$ cat config.mk
export PLATFORM = sky130hd
export DESIGN_NAME = tl_xbar
export DESIGN_NICKNAME = d
export VERILOG_FILES = /design/src/tl_pkg.sv /design/src/tl_if.sv /design/src/tl_reg_slice.sv /design/src/tl_socket_1n.sv /design/src/tl_socket_m1.sv /design/src/tl_xbar.sv
export VERILOG_INCLUDE_DIRS = /design/src /design/src/src
export SDC_FILE = /design/constraint.sdc
export NUM_CORES = 1
export LEC_CHECK = 0
export ABC_AREA = 1
export BUFFER_PORTS_ARGS = -buffer_cell sky130_fd_sc_hd__buf_2
export CORE_AREA = 2 2 280 282
export CTS_CLUSTER_DIAMETER = 120
export DETAILED_ROUTE_END_ITERATION = 8
export DIE_AREA = 0 0 282 284
export PLACE_DENSITY = 0.3
export SYNTH_ARGS = -nofsm -noshare
export SYNTH_HDL_FRONTEND = slang
export SYNTH_SLANG_ARGS = --single-unit
export TNS_END_PERCENT = 100
$ cat constraint.sdc
create_clock -name clk_i -period 4.4 [get_ports clk_i]
set_input_delay 0 -clock clk_i [delete_from_list [all_inputs] [get_ports clk_i]]
set_output_delay 0 -clock clk_i [all_outputs]
set_load 0.01 [all_outputs]
$ cat src/tl_xbar_defs.svh
// ----------------------------------------------------------------------
// Fixed crossbar geometry and routing tables. Changing a count here
// needs matching edits to the decode functions in the two sockets.
// ----------------------------------------------------------------------
`ifndef TL_XBAR_DEFS_SVH
`define TL_XBAR_DEFS_SVH

`define TL_ADDR_WIDTH 32
`define TL_DATA_WIDTH 32
`define TL_SIZE_WIDTH 2
`define TL_SOURCE_WIDTH 3
`define TL_NUM_HOSTS 3
`define TL_NUM_DEVICES 3

// Top address nibble per device, anything else lands on device 0
`define TL_DEV1_BASE 4'h1
`define TL_DEV2_BASE 4'h2

// Source ID bases, hosts 1 and 2 own two IDs each
`define TL_HOST1_SRC_BASE 3'd4
`define TL_HOST2_SRC_BASE 3'd6

`endif
$ cat src/tl_pkg.sv
// ----------------------------------------------------------------------
// TL-UL message types. Single beat only, no param or corrupt fields.
// ----------------------------------------------------------------------
`include "tl_xbar_defs.svh"

package tl_pkg;

  typedef enum logic [2:0] {
    PutFullData    = 3'h0,
    PutPartialData = 3'h1,
    Get            = 3'h4
  } tl_a_op_e;

  typedef enum logic [2:0] {
    AccessAck     = 3'h0,
    AccessAckData = 3'h1
  } tl_d_op_e;

  // Request beat
  typedef struct packed {
    tl_a_op_e                     opcode;
    logic [`TL_SIZE_WIDTH-1:0]    size;
    logic [`TL_SOURCE_WIDTH-1:0]  source;
    logic [`TL_ADDR_WIDTH-1:0]    address;
    logic [`TL_DATA_WIDTH/8-1:0]  mask;
    logic [`TL_DATA_WIDTH-1:0]    data;
  } tl_a_t;

  // Response beat
  typedef struct packed {
    tl_d_op_e                     opcode;
    logic [`TL_SIZE_WIDTH-1:0]    size;
    logic [`TL_SOURCE_WIDTH-1:0]  source;
    logic                         denied;
    logic [`TL_DATA_WIDTH-1:0]    data;
  } tl_d_t;

endpackage

$ cat src/tl_if.sv
// ----------------------------------------------------------------------
// One TL-UL link, A and D channels only. Carries no clock.
// ----------------------------------------------------------------------
`timescale 1ns/10ps

interface tl_if;
  import tl_pkg::*;

  // Requests
  logic  a_valid;
  logic  a_ready;
  tl_a_t a;

  // Responses
  logic  d_valid;
  logic  d_ready;
  tl_d_t d;

  modport host (
    output a_valid, a, d_ready,
    input  a_ready, d_valid, d
  );

  modport device (
    input  a_valid, a, d_ready,
    output a_ready, d_valid, d
  );

endinterface

$ cat src/tl_reg_slice.sv
// ----------------------------------------------------------------------
// One-entry valid/ready register. Full throughput, one cycle latency.
// ----------------------------------------------------------------------
`timescale 1ns/10ps

module tl_reg_slice #(
  parameter type payload_t = logic
) (
  input  logic     clk_i,
  input  logic     reset_i,
  input  logic     in_valid_i,
  output logic     in_ready_o,
  input  payload_t in_data_i,
  output logic     out_valid_o,
  input  logic     out_ready_i,
  output payload_t out_data_o
);

  logic     full_q;
  payload_t data_q;

  // Can take a new beat while the held one drains
  assign in_ready_o  = ~full_q | out_ready_i;
  assign out_valid_o = full_q;
  assign out_data_o  = data_q;

  always_ff @(posedge clk_i) begin
    if (reset_i) begin
      full_q <= 1'b0;
    end else if (in_valid_i && in_ready_o) begin
      full_q <= 1'b1;
    end else if (out_ready_i) begin
      full_q <= 1'b0;
    end
  end

  always_ff @(posedge clk_i) begin
    if (in_valid_i && in_ready_o) begin
      data_q <= in_data_i;
    end
  end

  // Stalled beat must not change under the consumer
  a_hold_stable: assert property (@(posedge clk_i) disable iff (reset_i)
    out_valid_o && !out_ready_i |=> out_valid_o && $stable(out_data_o));

endmodule

$ cat src/tl_socket_1n.sv
// ----------------------------------------------------------------------
// One link to devices. Decode uses the top address nibble only and
// unmapped nibbles fall to device 0. Responses merge round robin.
// ----------------------------------------------------------------------
`timescale 1ns/10ps
`include "tl_xbar_defs.svh"

module tl_socket_1n (
  input  logic            clk_i,
  input  logic            reset_i,
  input  logic            link_a_valid_i,
  output logic            link_a_ready_o,
  input  tl_pkg::tl_a_t   link_a_i,
  output logic            link_d_valid_o,
  input  logic            link_d_ready_i,
  output tl_pkg::tl_d_t   link_d_o,
  tl_if.host              dev_if [`TL_NUM_DEVICES-1:0]
);
  import tl_pkg::*;

  localparam int N    = `TL_NUM_DEVICES;
  localparam int IdxW = $clog2(N);

  logic [N-1:0]    dev_a_valid;
  logic [N-1:0]    dev_a_ready;
  logic [N-1:0]    rsp;
  tl_d_t           rsp_d [N-1:0];
  logic [IdxW-1:0] a_dev;
  logic [IdxW-1:0] last_q;
  logic [IdxW-1:0] arb_sel;
  logic [IdxW-1:0] sel;
  logic [IdxW-1:0] lock_sel_q;
  logic            lock_q;

  function automatic logic [IdxW-1:0] addr_dev(logic [`TL_ADDR_WIDTH-1:0] addr);
    logic [3:0] nib;
    nib = addr[`TL_ADDR_WIDTH-1 -: 4];
    if (nib == `TL_DEV1_BASE) return IdxW'(1);
    if (nib == `TL_DEV2_BASE) return IdxW'(2);
    return IdxW'(0);
  endfunction

  assign a_dev          = addr_dev(link_a_i.address);
  assign link_a_ready_o = dev_a_ready[a_dev];

  for (genvar i = 0; i < N; i++) begin : g_dev
    assign dev_a_valid[i]    = link_a_valid_i && (a_dev == IdxW'(i));
    assign dev_if[i].a_valid = dev_a_valid[i];
    assign dev_if[i].a       = link_a_i;
    assign dev_a_ready[i]    = dev_if[i].a_ready;
    assign rsp[i]            = dev_if[i].d_valid;
    assign rsp_d[i]          = dev_if[i].d;
    assign dev_if[i].d_ready = link_d_ready_i && rsp[i] && (sel == IdxW'(i));
  end

  // Round robin over responding devices
  always_comb begin
    int idx;
    arb_sel = last_q;
    for (int k = N; k >= 1; k--) begin
      idx = (int'(last_q) + k) % N;
      if (rsp[idx]) begin
        arb_sel = IdxW'(idx);
      end
    end
  end

  // Winner stays put while the D slice is full
  assign sel            = lock_q ? lock_sel_q : arb_sel;
  assign link_d_valid_o = rsp[sel];
  assign link_d_o       = rsp_d[sel];

  always_ff @(posedge clk_i) begin
    if (reset_i) begin
      lock_q <= 1'b0;
      last_q <= IdxW'(N - 1);
    end else begin
      lock_q <= link_d_valid_o && !link_d_ready_i;
      if (link_d_valid_o && link_d_ready_i) begin
        last_q <= sel;
      end
    end
  end

  always_ff @(posedge clk_i) begin
    lock_sel_q <= sel;
  end

  a_one_dev: assert property (@(posedge clk_i) disable iff (reset_i)
    $onehot0(dev_a_valid));

endmodule

$ cat src/tl_socket_m1.sv
// ----------------------------------------------------------------------
// Hosts to one link. Grant is held while the link stalls a request.
// Responses route by source ID; host 0 owns every ID below host 1.
// ----------------------------------------------------------------------
`timescale 1ns/10ps
`include "tl_xbar_defs.svh"

module tl_socket_m1 (
  input  logic            clk_i,
  input  logic            reset_i,
  tl_if.device            host_if [`TL_NUM_HOSTS-1:0],
  output logic            link_a_valid_o,
  input  logic            link_a_ready_i,
  output tl_pkg::tl_a_t   link_a_o,
  input  logic            link_d_valid_i,
  output logic            link_d_ready_o,
  input  tl_pkg::tl_d_t   link_d_i
);
  import tl_pkg::*;

  localparam int N    = `TL_NUM_HOSTS;
  localparam int IdxW = $clog2(N);

  logic [N-1:0]    req;
  logic [N-1:0]    d_ready;
  tl_a_t           req_a [N-1:0];
  logic [IdxW-1:0] last_q;
  logic [IdxW-1:0] arb_sel;
  logic [IdxW-1:0] sel;
  logic [IdxW-1:0] lock_sel_q;
  logic            lock_q;
  logic [IdxW-1:0] d_host;

  // Owner of a source ID
  function automatic logic [IdxW-1:0] src_host(logic [`TL_SOURCE_WIDTH-1:0] src);
    if (src >= `TL_HOST2_SRC_BASE) return IdxW'(2);
    if (src >= `TL_HOST1_SRC_BASE) return IdxW'(1);
    return IdxW'(0);
  endfunction

  for (genvar i = 0; i < N; i++) begin : g_host
    assign req[i]             = host_if[i].a_valid;
    assign req_a[i]           = host_if[i].a;
    assign host_if[i].a_ready = link_a_ready_i && req[i] && (sel == IdxW'(i));
    assign host_if[i].d_valid = link_d_valid_i && (d_host == IdxW'(i));
    assign host_if[i].d       = link_d_i;
    assign d_ready[i]         = host_if[i].d_ready;

    a_src_range: assert property (@(posedge clk_i) disable iff (reset_i)
      host_if[i].a_valid |-> src_host(host_if[i].a.source) == IdxW'(i));
  end

  // Round robin, search starts after the last winner
  always_comb begin
    int idx;
    arb_sel = last_q;
    for (int k = N; k >= 1; k--) begin
      idx = (int'(last_q) + k) % N;
      if (req[idx]) begin
        arb_sel = IdxW'(idx);
      end
    end
  end

  assign sel            = lock_q ? lock_sel_q : arb_sel;
  assign link_a_valid_o = req[sel];
  assign link_a_o       = req_a[sel];

  always_ff @(posedge clk_i) begin
    if (reset_i) begin
      lock_q <= 1'b0;
      last_q <= IdxW'(N - 1);
    end else begin
      lock_q <= link_a_valid_o && !link_a_ready_i;
      if (link_a_valid_o && link_a_ready_i) begin
        last_q <= sel;
      end
    end
  end

  always_ff @(posedge clk_i) begin
    lock_sel_q <= sel;
  end

  // Response return path
  assign d_host         = src_host(link_d_i.source);
  assign link_d_ready_o = link_d_valid_i && d_ready[d_host];

endmodule

$ cat src/tl_xbar.sv
// ----------------------------------------------------------------------
// Three hosts, three devices over one registered link. Request and
// response each take one cycle across the link when uncontested.
// ----------------------------------------------------------------------
`timescale 1ns/10ps
`include "tl_xbar_defs.svh"

module tl_xbar (
  input  logic                        clk_i,
  input  logic                        reset_i,

  // Hosts
  input  logic                        host_a_valid_i   [`TL_NUM_HOSTS-1:0],
  output logic                        host_a_ready_o   [`TL_NUM_HOSTS-1:0],
  input  tl_pkg::tl_a_op_e            host_a_opcode_i  [`TL_NUM_HOSTS-1:0],
  input  logic [`TL_SIZE_WIDTH-1:0]   host_a_size_i    [`TL_NUM_HOSTS-1:0],
  input  logic [`TL_SOURCE_WIDTH-1:0] host_a_source_i  [`TL_NUM_HOSTS-1:0],
  input  logic [`TL_ADDR_WIDTH-1:0]   host_a_address_i [`TL_NUM_HOSTS-1:0],
  input  logic [`TL_DATA_WIDTH/8-1:0] host_a_mask_i    [`TL_NUM_HOSTS-1:0],
  input  logic [`TL_DATA_WIDTH-1:0]   host_a_data_i    [`TL_NUM_HOSTS-1:0],
  output logic                        host_d_valid_o   [`TL_NUM_HOSTS-1:0],
  input  logic                        host_d_ready_i   [`TL_NUM_HOSTS-1:0],
  output tl_pkg::tl_d_op_e            host_d_opcode_o  [`TL_NUM_HOSTS-1:0],
  output logic [`TL_SIZE_WIDTH-1:0]   host_d_size_o    [`TL_NUM_HOSTS-1:0],
  output logic [`TL_SOURCE_WIDTH-1:0] host_d_source_o  [`TL_NUM_HOSTS-1:0],
  output logic                        host_d_denied_o  [`TL_NUM_HOSTS-1:0],
  output logic [`TL_DATA_WIDTH-1:0]   host_d_data_o    [`TL_NUM_HOSTS-1:0],

  // Devices
  output logic                        dev_a_valid_o    [`TL_NUM_DEVICES-1:0],
  input  logic                        dev_a_ready_i    [`TL_NUM_DEVICES-1:0],
  output tl_pkg::tl_a_op_e            dev_a_opcode_o   [`TL_NUM_DEVICES-1:0],
  output logic [`TL_SIZE_WIDTH-1:0]   dev_a_size_o     [`TL_NUM_DEVICES-1:0],
  output logic [`TL_SOURCE_WIDTH-1:0] dev_a_source_o   [`TL_NUM_DEVICES-1:0],
  output logic [`TL_ADDR_WIDTH-1:0]   dev_a_address_o  [`TL_NUM_DEVICES-1:0],
  output logic [`TL_DATA_WIDTH/8-1:0] dev_a_mask_o     [`TL_NUM_DEVICES-1:0],
  output logic [`TL_DATA_WIDTH-1:0]   dev_a_data_o     [`TL_NUM_DEVICES-1:0],
  input  logic                        dev_d_valid_i    [`TL_NUM_DEVICES-1:0],
  output logic                        dev_d_ready_o    [`TL_NUM_DEVICES-1:0],
  input  tl_pkg::tl_d_op_e            dev_d_opcode_i   [`TL_NUM_DEVICES-1:0],
  input  logic [`TL_SIZE_WIDTH-1:0]   dev_d_size_i     [`TL_NUM_DEVICES-1:0],
  input  logic [`TL_SOURCE_WIDTH-1:0] dev_d_source_i   [`TL_NUM_DEVICES-1:0],
  input  logic                        dev_d_denied_i   [`TL_NUM_DEVICES-1:0],
  input  logic [`TL_DATA_WIDTH-1:0]   dev_d_data_i     [`TL_NUM_DEVICES-1:0]
);
  import tl_pkg::*;

  tl_if host_if [`TL_NUM_HOSTS-1:0] ();
  tl_if dev_if [`TL_NUM_DEVICES-1:0] ();

  // Shared link, either side of the slices
  logic  m1_a_valid, m1_a_ready, n1_a_valid, n1_a_ready;
  logic  m1_d_valid, m1_d_ready, n1_d_valid, n1_d_ready;
  tl_a_t m1_a, n1_a;
  tl_d_t m1_d, n1_d;

  for (genvar i = 0; i < `TL_NUM_HOSTS; i++) begin : g_host
    assign host_if[i].a_valid = host_a_valid_i[i];
    assign host_a_ready_o[i]  = host_if[i].a_ready;
    assign host_if[i].a       = '{opcode:  host_a_opcode_i[i],
                                  size:    host_a_size_i[i],
                                  source:  host_a_source_i[i],
                                  address: host_a_address_i[i],
                                  mask:    host_a_mask_i[i],
                                  data:    host_a_data_i[i]};
    assign host_d_valid_o[i]  = host_if[i].d_valid;
    assign host_if[i].d_ready = host_d_ready_i[i];
    assign host_d_opcode_o[i] = host_if[i].d.opcode;
    assign host_d_size_o[i]   = host_if[i].d.size;
    assign host_d_source_o[i] = host_if[i].d.source;
    assign host_d_denied_o[i] = host_if[i].d.denied;
    assign host_d_data_o[i]   = host_if[i].d.data;
  end

  for (genvar i = 0; i < `TL_NUM_DEVICES; i++) begin : g_dev
    assign dev_a_valid_o[i]   = dev_if[i].a_valid;
    assign dev_if[i].a_ready  = dev_a_ready_i[i];
    assign dev_a_opcode_o[i]  = dev_if[i].a.opcode;
    assign dev_a_size_o[i]    = dev_if[i].a.size;
    assign dev_a_source_o[i]  = dev_if[i].a.source;
    assign dev_a_address_o[i] = dev_if[i].a.address;
    assign dev_a_mask_o[i]    = dev_if[i].a.mask;
    assign dev_a_data_o[i]    = dev_if[i].a.data;
    assign dev_if[i].d_valid  = dev_d_valid_i[i];
    assign dev_d_ready_o[i]   = dev_if[i].d_ready;
    assign dev_if[i].d        = '{opcode: dev_d_opcode_i[i],
                                  size:   dev_d_size_i[i],
                                  source: dev_d_source_i[i],
                                  denied: dev_d_denied_i[i],
                                  data:   dev_d_data_i[i]};
  end

  tl_socket_m1 u_socket_m1 (
    .clk_i,
    .reset_i,
    .host_if        (host_if),
    .link_a_valid_o (m1_a_valid),
    .link_a_ready_i (m1_a_ready),
    .link_a_o       (m1_a),
    .link_d_valid_i (m1_d_valid),
    .link_d_ready_o (m1_d_ready),
    .link_d_i       (m1_d)
  );

  tl_reg_slice #(.payload_t(tl_a_t)) u_a_slice (
    .clk_i,
    .reset_i,
    .in_valid_i  (m1_a_valid),
    .in_ready_o  (m1_a_ready),
    .in_data_i   (m1_a),
    .out_valid_o (n1_a_valid),
    .out_ready_i (n1_a_ready),
    .out_data_o  (n1_a)
  );

  tl_reg_slice #(.payload_t(tl_d_t)) u_d_slice (
    .clk_i,
    .reset_i,
    .in_valid_i  (n1_d_valid),
    .in_ready_o  (n1_d_ready),
    .in_data_i   (n1_d),
    .out_valid_o (m1_d_valid),
    .out_ready_i (m1_d_ready),
    .out_data_o  (m1_d)
  );

  tl_socket_1n u_socket_1n (
    .clk_i,
    .reset_i,
    .link_a_valid_i (n1_a_valid),
    .link_a_ready_o (n1_a_ready),
    .link_a_i       (n1_a),
    .link_d_valid_o (n1_d_valid),
    .link_d_ready_i (n1_d_ready),
    .link_d_o       (n1_d),
    .dev_if         (dev_if)
  );

endmodule

==> metrics.cfg, run 1 <==
[logic_synthesis]
synthMuxAreaShare=0
synth_edf_count=117
yosysTopAreaCell=edfxtp_1
synth_fa_ha_area_frac=0.00991
ys_seq_elements=129
yosys.cell_count.top_type=buf_4
synth_seq_area_share=0.425
synth_xor_area_frac=0
synth_nets=1458
synth_top_family_by_area=buffers and inverters
ys_types=25
synth_top_flop_cell=edfxtp_1
synth_area_per_cell_sq_um=8.14
ys_warn_count=0
synth_compound_area_frac=0.0985
synth_area_leaders=edfxtp_1 (40%), buf_4 (21%), nand3_1 (8.4%)
synth-simple-area-share=0.210
yosysTopAreaCellShare=0.397
synth_common_cells=buf_4 (252), nand2_1 (188), nand3_1 (149)
netlist_area_sq_um=8840
synth_async_sr_flop_share=0
syn_inst=1086

[critical_path]
cpMostUsedCell=nand2_1
path_max_fanout=57
cp.required_ns=4.72
critPathMaxStageDelay_ns=0.57
cp_top_family=buffers and inverters
reg2reg_depth=17
reg2reg_slack_ns=0.69
criticalPathCategory=register to register
worst-path-buf-inv=5
rr_startpoint=u_socket_m1.last_q[0]$_SDFFE_PP0P_
rr_endpoint=u_a_slice.out_data_o[24]$_DFFE_PP_
crit_path_cell_trace=inv_1 > ha_1 > inv_2 > nand2_1 > nand2_1 > nand2_1 > nand2_1 > nand2_1 > inv_1 > nand2_1 > nand2_1 > nand2_1 > nand2_2 > buf_4 > o21ai_0 > o21ai_1 > dlygate4sd3_1
start_kind=register
setup.worst_path.end_class=register
cp_slowest_cell=buf_4
cp_data_arrival_time_ns=4.03

[timing]
relSlewSlack=0.460
finalClockSkew_ns=0.0141
maxSlewViolCount=0
finalWorstSetupSlack_ns=0.690
min_period_ns=3.71
finalCritPeriodShare=0.843
setup-violations-final=0
fmax_mhz=270
rsz0062_at_grt=no
fin_setup_tns_ns=0
worstMarginPinSlew_ns=0.810
hold_viol=0

[place]
place_congestion=0.847
dp_hpwl_mm=37.2
place_ws_ns=1.05
numPortBuffers=727

[final_layout]
drive_above_1_share=0.438
fillers=8774
fin_nets=2155
areaGrowthSynthToFinish_pct=67.3

[floorplan]
rows=102
dieArea_sq_um=80100
die_w_um=282
core-area_sq_um=77000
dieHeight_um=284
start_util=0.115
ios=728

[global_routing]
grt_antenna_before_repair=6
grt_pass1_wl_mm=64.1
grt_pass1_vias=9786
grt_overflow=0
gr-usage-all-layers=0.109
grt_max_degree=77

[run_status]
outcome=finished, final reports clean

[cts]
cts-resized-gates=0
clock_tree.root_cell=clkbuf_16
clk_pin_slew_ns=0.07
cts.sinks=129
clk_latency_ns=0.47
cts_max_level=4
cts_tree=yes
cts_max_path_buffers=2
numCtsBuffers=17
post_cts_buffers=0
cts_hold_buf=237

[job]
max_cap_viol_count=0

[hold_path]
min_to=u_socket_1n.lock_q$_SDFF_PP0_
min_path_cells=4
hold_path.class=primary input to register
min_from=host_d_ready_i[1]

[route]
ant_nets=0
drt_iter0_drc=635
drc=0
wl_per_cell_um=16.4
dr_total_vias=10003
viasPerCell=3.52
routed_wl_mm=46.6
dr.pass1.iters=7

[power]
leakage_nw=6.90
ir_drop_mv=0.417
cellPowerDensity_nw_per_um2=977

## state kept, by name, summed over array words and instances (netlist names)
signal / cells
u_a_slice.out_data_o: 76
u_a_slice.out_valid_o: 1
u_d_slice.out_data_o: 41
u_d_slice.out_valid_o: 1
u_socket_1n.last_q: 2
u_socket_1n.lock_q: 1
u_socket_1n.lock_sel_q: 2
u_socket_m1.last_q: 2
u_socket_m1.lock_q: 1
u_socket_m1.lock_sel_q: 2
## power by group
| group | internal [mW] | total [mW] | switching (mW) |
|---|---|---|---|
| Sequential | 2.71 | 3.48 | 0.774 |
| Combinational | 4.03 | 9.43 | 5.40 |
| Clock | 0.898 | 1.54 | 0.645 |
## how the worst max path moves through the flow
stage | end | cells past startpoint | slack [ns] | start
floorplan | u_a_slice.out_data_o[0]$_DFFE_PP_ | 16 | 0.69 | u_socket_m1.last_q[0]$_SDFFE_PP0P_
global placement | u_a_slice.out_data_o[12]$_DFFE_PP_ | 20 | 1.0 | u_socket_m1.last_q[0]$_SDFFE_PP0P_
detailed placement | u_a_slice.out_data_o[21]$_DFFE_PP_ | 20 | 1.05 | u_socket_m1.last_q[0]$_SDFFE_PP0P_
CTS | u_a_slice.out_data_o[24]$_DFFE_PP_ | 17 | 0.66 | u_socket_m1.last_q[0]$_SDFFE_PP0P_
global route | u_a_slice.out_data_o[24]$_DFFE_PP_ | 17 | 0.36 | u_socket_m1.last_q[0]$_SDFFE_PP0P_
finish | u_a_slice.out_data_o[24]$_DFFE_PP_ | 17 | 0.69 | u_socket_m1.last_q[0]$_SDFFE_PP0P_
## cell type report
class / count / area [sq um] / share of cell area
repair buffers: 977 / 6150 / 0.416
clock buffers: 18 / 429 / 0.0290
clock inverters: 14 / 179 / 0.0121
well taps: 1040 / 1300 / 0.0880
inverters: 41 / 155 / 0.0105
flip-flops and latches: 129 / 3750 / 0.254
diodes: 2 / 5.00 / 0.000338
multi-input cells: 617 / 2820 / 0.191
## layer usage
metal / vias up / global-route usage / routed length [um]
met3: 35 / 0.0352 / 3700
met5: - / 0 / 13
met2: 356 / 0.186 / 23400
met4: 2 / 0.0311 / 588
li1: 4787 / - / -
met1: 4823 / 0.131 / 19000
## worst register-to-register path, delay by kind of cell (launching register included)
kind	cells	cell delay (ns)
AOI/OAI and AO/OA	2	0.53
adders and majority gates	1	0.35
DFF	1	0.38
buffers and inverters	5	1.40
and+or+nand+nor	9	0.92
## metrics by stage
stage / instance area [sq um] / hold WS (ns) / util / cells / total power, mW
floorplan: 8840 / 0.0691 / - / 1086 / 9.02
global placement: 11800 / 0.277 / 0.153 / 2567 / 11.2
detailed placement: 11800 / 0.284 / 0.153 / 2567 / 11.2
CTS: 14800 / 0.00515 / 0.192 / 2836 / 14.6
global route: 14800 / 0.0738 / 0.192 / 2838 / 15.6
finish: 14800 / 0.0546 / 0.192 / 2838 / 14.5
## logic make-up after synthesis
| group | after synthesis |
|---|---|
| flops | 129 |
| compound gates | 170 |
| simple gates | 440 |
| buf+inv | 340 |
| fa+ha+maj | 7 |
## placed cells by master, fill, tap and decap left out, types with 3 or more instances in the layout
master         netlist  final
buf_2               31    727
dlygate4sd3_1        0    237
nand2_1            188    188
nand3_1            149    149
edfxtp_1           117    117
o21ai_0             94     94
nor2_1              93     93
o21ai_1             64     64
inv_1               34     32
clkbuf_16            0     17
dfxtp_1             12     12
buf_4              252     10
inv_2                7      8
a21oi_1              7      7
ha_1                 7      7
nor3_1               4      4
inv_6                0      4
nand2_2              3      3
clkinvlp_4           0      3
bufinv_16            0      3
clkinv_4             0      3
buf_12               0      3
No activity file was read; power rests on OpenSTA's default activity.
==> inputs of run 2 (changes only) <==
- clock period: 4.4 -> 3.56 ns (I/O delays scaled with it)
==> run 2 against run 1 <==
Against the previous run:
- non-clock buffer count grew 55
- power is 26% higher
- critical path depth stayed put
- global-route usage up 0.31 points
- fmax rose by 14%
- cell area increased by 4.2%
- sequential cell count did not move
- clock skew increased by 0.017 ns
- die area did not move
- via count rose by 2.4%
- clock-buffer cell count shrank 1
- routed wire length increased by 5.2%
==> metrics.cfg, run 2 (same netlist as run 1, synthesis figures left out) <==
[run_status]
outcome=finished, final reports clean  ; unchanged

[timing]
finalClockSkew_ns=0.0309  ; was 0.0141 ns
min_period_ns=3.26  ; was 3.71 ns
setup-violations-final=0  ; unchanged
relSlewSlack=0.545  ; was 0.460
rsz0062_at_grt=no  ; unchanged
fmax_mhz=307  ; was 270 MHz
worstMarginPinSlew_ns=0.675  ; was 0.810 ns
finalCritPeriodShare=0.915  ; was 0.843
finalWorstSetupSlack_ns=0.302  ; was 0.690 ns
fin_setup_tns_ns=0  ; unchanged
maxSlewViolCount=0  ; unchanged
hold_viol=0  ; unchanged

[floorplan]
ios=728  ; unchanged
dieHeight_um=284  ; unchanged
rows=102  ; unchanged
start_util=0.115  ; unchanged
core-area_sq_um=77000  ; unchanged
dieArea_sq_um=80100  ; unchanged
die_w_um=282  ; unchanged

[critical_path]
cp_slowest_cell=dlygate4sd3_1  ; was buf_4
critPathMaxStageDelay_ns=0.62  ; was 0.57 ns
path_max_fanout=42  ; was 57
cp_top_family=buffers and inverters  ; unchanged
worst-path-buf-inv=6  ; was 5
start_kind=register  ; unchanged
crit_path_cell_trace=inv_1 > ha_1 > inv_2 > nand2_1 > o21ai_0 > nor2_1 > nand3_1 > nand2_1 > nand2_1 > nand2_2 > inv_2 > nand2_1 > inv_2 > buf_6 > nand2_1 > nand3_1 > dlygate4sd3_1  ; was inv_1 > ha_1 > inv_2 > nand2_1 > nand2_1 > nand2_1 > nand2_1 > nand2_1 > inv_1 > nand2_1 > nand2_1 > nand2_1 > nand2_2 > buf_4 > o21ai_0 > o21ai_1 > dlygate4sd3_1
cp_data_arrival_time_ns=3.55  ; was 4.03 ns
cpMostUsedCell=nand2_1  ; unchanged
cp.required_ns=3.86  ; was 4.72 ns
setup.worst_path.end_class=register  ; unchanged
criticalPathCategory=register to register  ; unchanged

[route]
drc=0  ; unchanged
dr_total_vias=10247  ; was 10003
routed_wl_mm=49.1  ; was 46.6 mm
ant_nets=0  ; unchanged
dr.pass1.iters=5  ; was 7
drt_iter0_drc=620  ; was 635
viasPerCell=3.54  ; was 3.52
wl_per_cell_um=17.0  ; was 16.4 um

[power]
ir_drop_mv=0.602  ; was 0.417 mV
cellPowerDensity_nw_per_um2=1180  ; was 977 nW/um^2
leakage_nw=7.16  ; was 6.90 nW
p_total_mw=18.2  ; was 14.5 mW

[place]
place_ws_ns=0.415  ; was 1.05 ns
dp_hpwl_mm=37.5  ; was 37.2 mm
numPortBuffers=727  ; unchanged
place_congestion=0.879  ; was 0.847
dpl.cell_count=2581  ; was 2567

[cts]
cts_max_path_buffers=2  ; unchanged
clk_pin_slew_ns=0.07  ; about the same
cts_tree=yes  ; unchanged
cts_max_level=4  ; unchanged
clock_tree.root_cell=clkbuf_16  ; unchanged
numCtsBuffers=17  ; unchanged
cts.sinks=129  ; unchanged
clk_latency_ns=0.46  ; was 0.47 ns

[global_routing]
grt_pass1_vias=10137  ; was 9786
grt_max_degree=83  ; was 77
gr-usage-all-layers=0.112  ; was 0.109
grt_overflow=0  ; unchanged
grt_pass1_wl_mm=66.1  ; was 64.1 mm
grt_antenna_before_repair=6  ; unchanged

[final_layout]
mostFrequentLayoutCells=buf_2 (727), dlygate4sd3_1 (272), nand2_1 (188), nand3_1 (149), edfxtp_1 (117)  ; was buf_2 (727), dlygate4sd3_1 (237), nand2_1 (188), nand3_1 (149), edfxtp_1 (117)
fin_nets=2210  ; was 2155
layout_commonest_cell=buf_2  ; unchanged
largest_reg_flops=76  ; unchanged
final_cells=2892  ; was 2838
areaGrowthSynthToFinish_pct=74.3  ; was 67.3%
drive_above_1_share=0.438  ; about the same

[job]
max_cap_viol_count=0  ; unchanged

[hold_path]
hold_path.class=primary input to register  ; unchanged

run 2: cell count changes in the layout (fill, tap and decap cells not counted), moves of 3 or more:
| cell | delta |
|---|---|
| clkbuf_16 | +3 |
| dlygate4sd3_1 | +35 |
| buf_12 | +4 |
| buf_4 | +10 |
run 2: per-stage QoR:
step	area, sq um	util	hold WS, ns
CTS	15200	0.198	0.00177
detailed placement	12000	0.155	0.283
finish	15400	0.200	0.0401
global route	15400	0.200	0.0342
global placement	12000	0.155	0.281
floorplan	8850	-	0.0691
run 2: power by group:
part,internal (mW),switching [mW]
Clock,0.964,0.789
Combinational,5.08,7.00
Sequential,3.34,0.982
run 2: path summary, 6_finish.rpt:
check                                                         from                                  to  slack [ns]  cells past startpoint
worst max-delay path            u_socket_1n.last_q[0]$_SDFFE_PP0P_   u_d_slice.out_data_o[4]$_DFFE_PP_        0.30                     17
worst max register to register  u_socket_1n.last_q[0]$_SDFFE_PP0P_   u_d_slice.out_data_o[4]$_DFFE_PP_        0.30                     17
worst min-delay path                          host_a_address_i[46]  u_a_slice.out_data_o[50]$_DFFE_PP_        0.04                      3
worst min register to register   u_socket_m1.lock_sel_q[1]$_DFF_P_   u_socket_m1.lock_sel_q[1]$_DFF_P_        0.48                      2
run 2: worst reg2reg max path: cells and delay by family, from the launching register on:
kind            cells  cell delay [ns]
compound gates      1             0.21
buf+inv             6             1.26
simple gates        9             0.94
fa+ha+maj           1             0.30
flops               1             0.39
run 2: layer usage:
layer	share of wire	wire length, um	track usage	vias up
met1	0.40	19800	0.132	4931
li1	-	-	-	4902
met2	0.50	24500	0.192	378
met5	0.0025	121	0.00855	-
met4	0.011	522	0.0281	6
met3	0.083	4080	0.0403	30
run 2: layout make-up:
type	count	area, sq um
fill	8763	61500
antenna	2	5.00
sequential	129	3750
tap	1040	1300
inverter	41	158
timing repair buffer	1032	6790
clock inverter	14	130
clock buffer	17	425
multi-input combinational	617	2850
run 2: what timing repair did:
item | CTS | global route
endpoints found under the hold margin | 123 | 0
endpoints found under the setup margin | 0 | 43
hold buffers | 272 | 0
buffers inserted | 0 | 3
resized for setup | 0 | 14
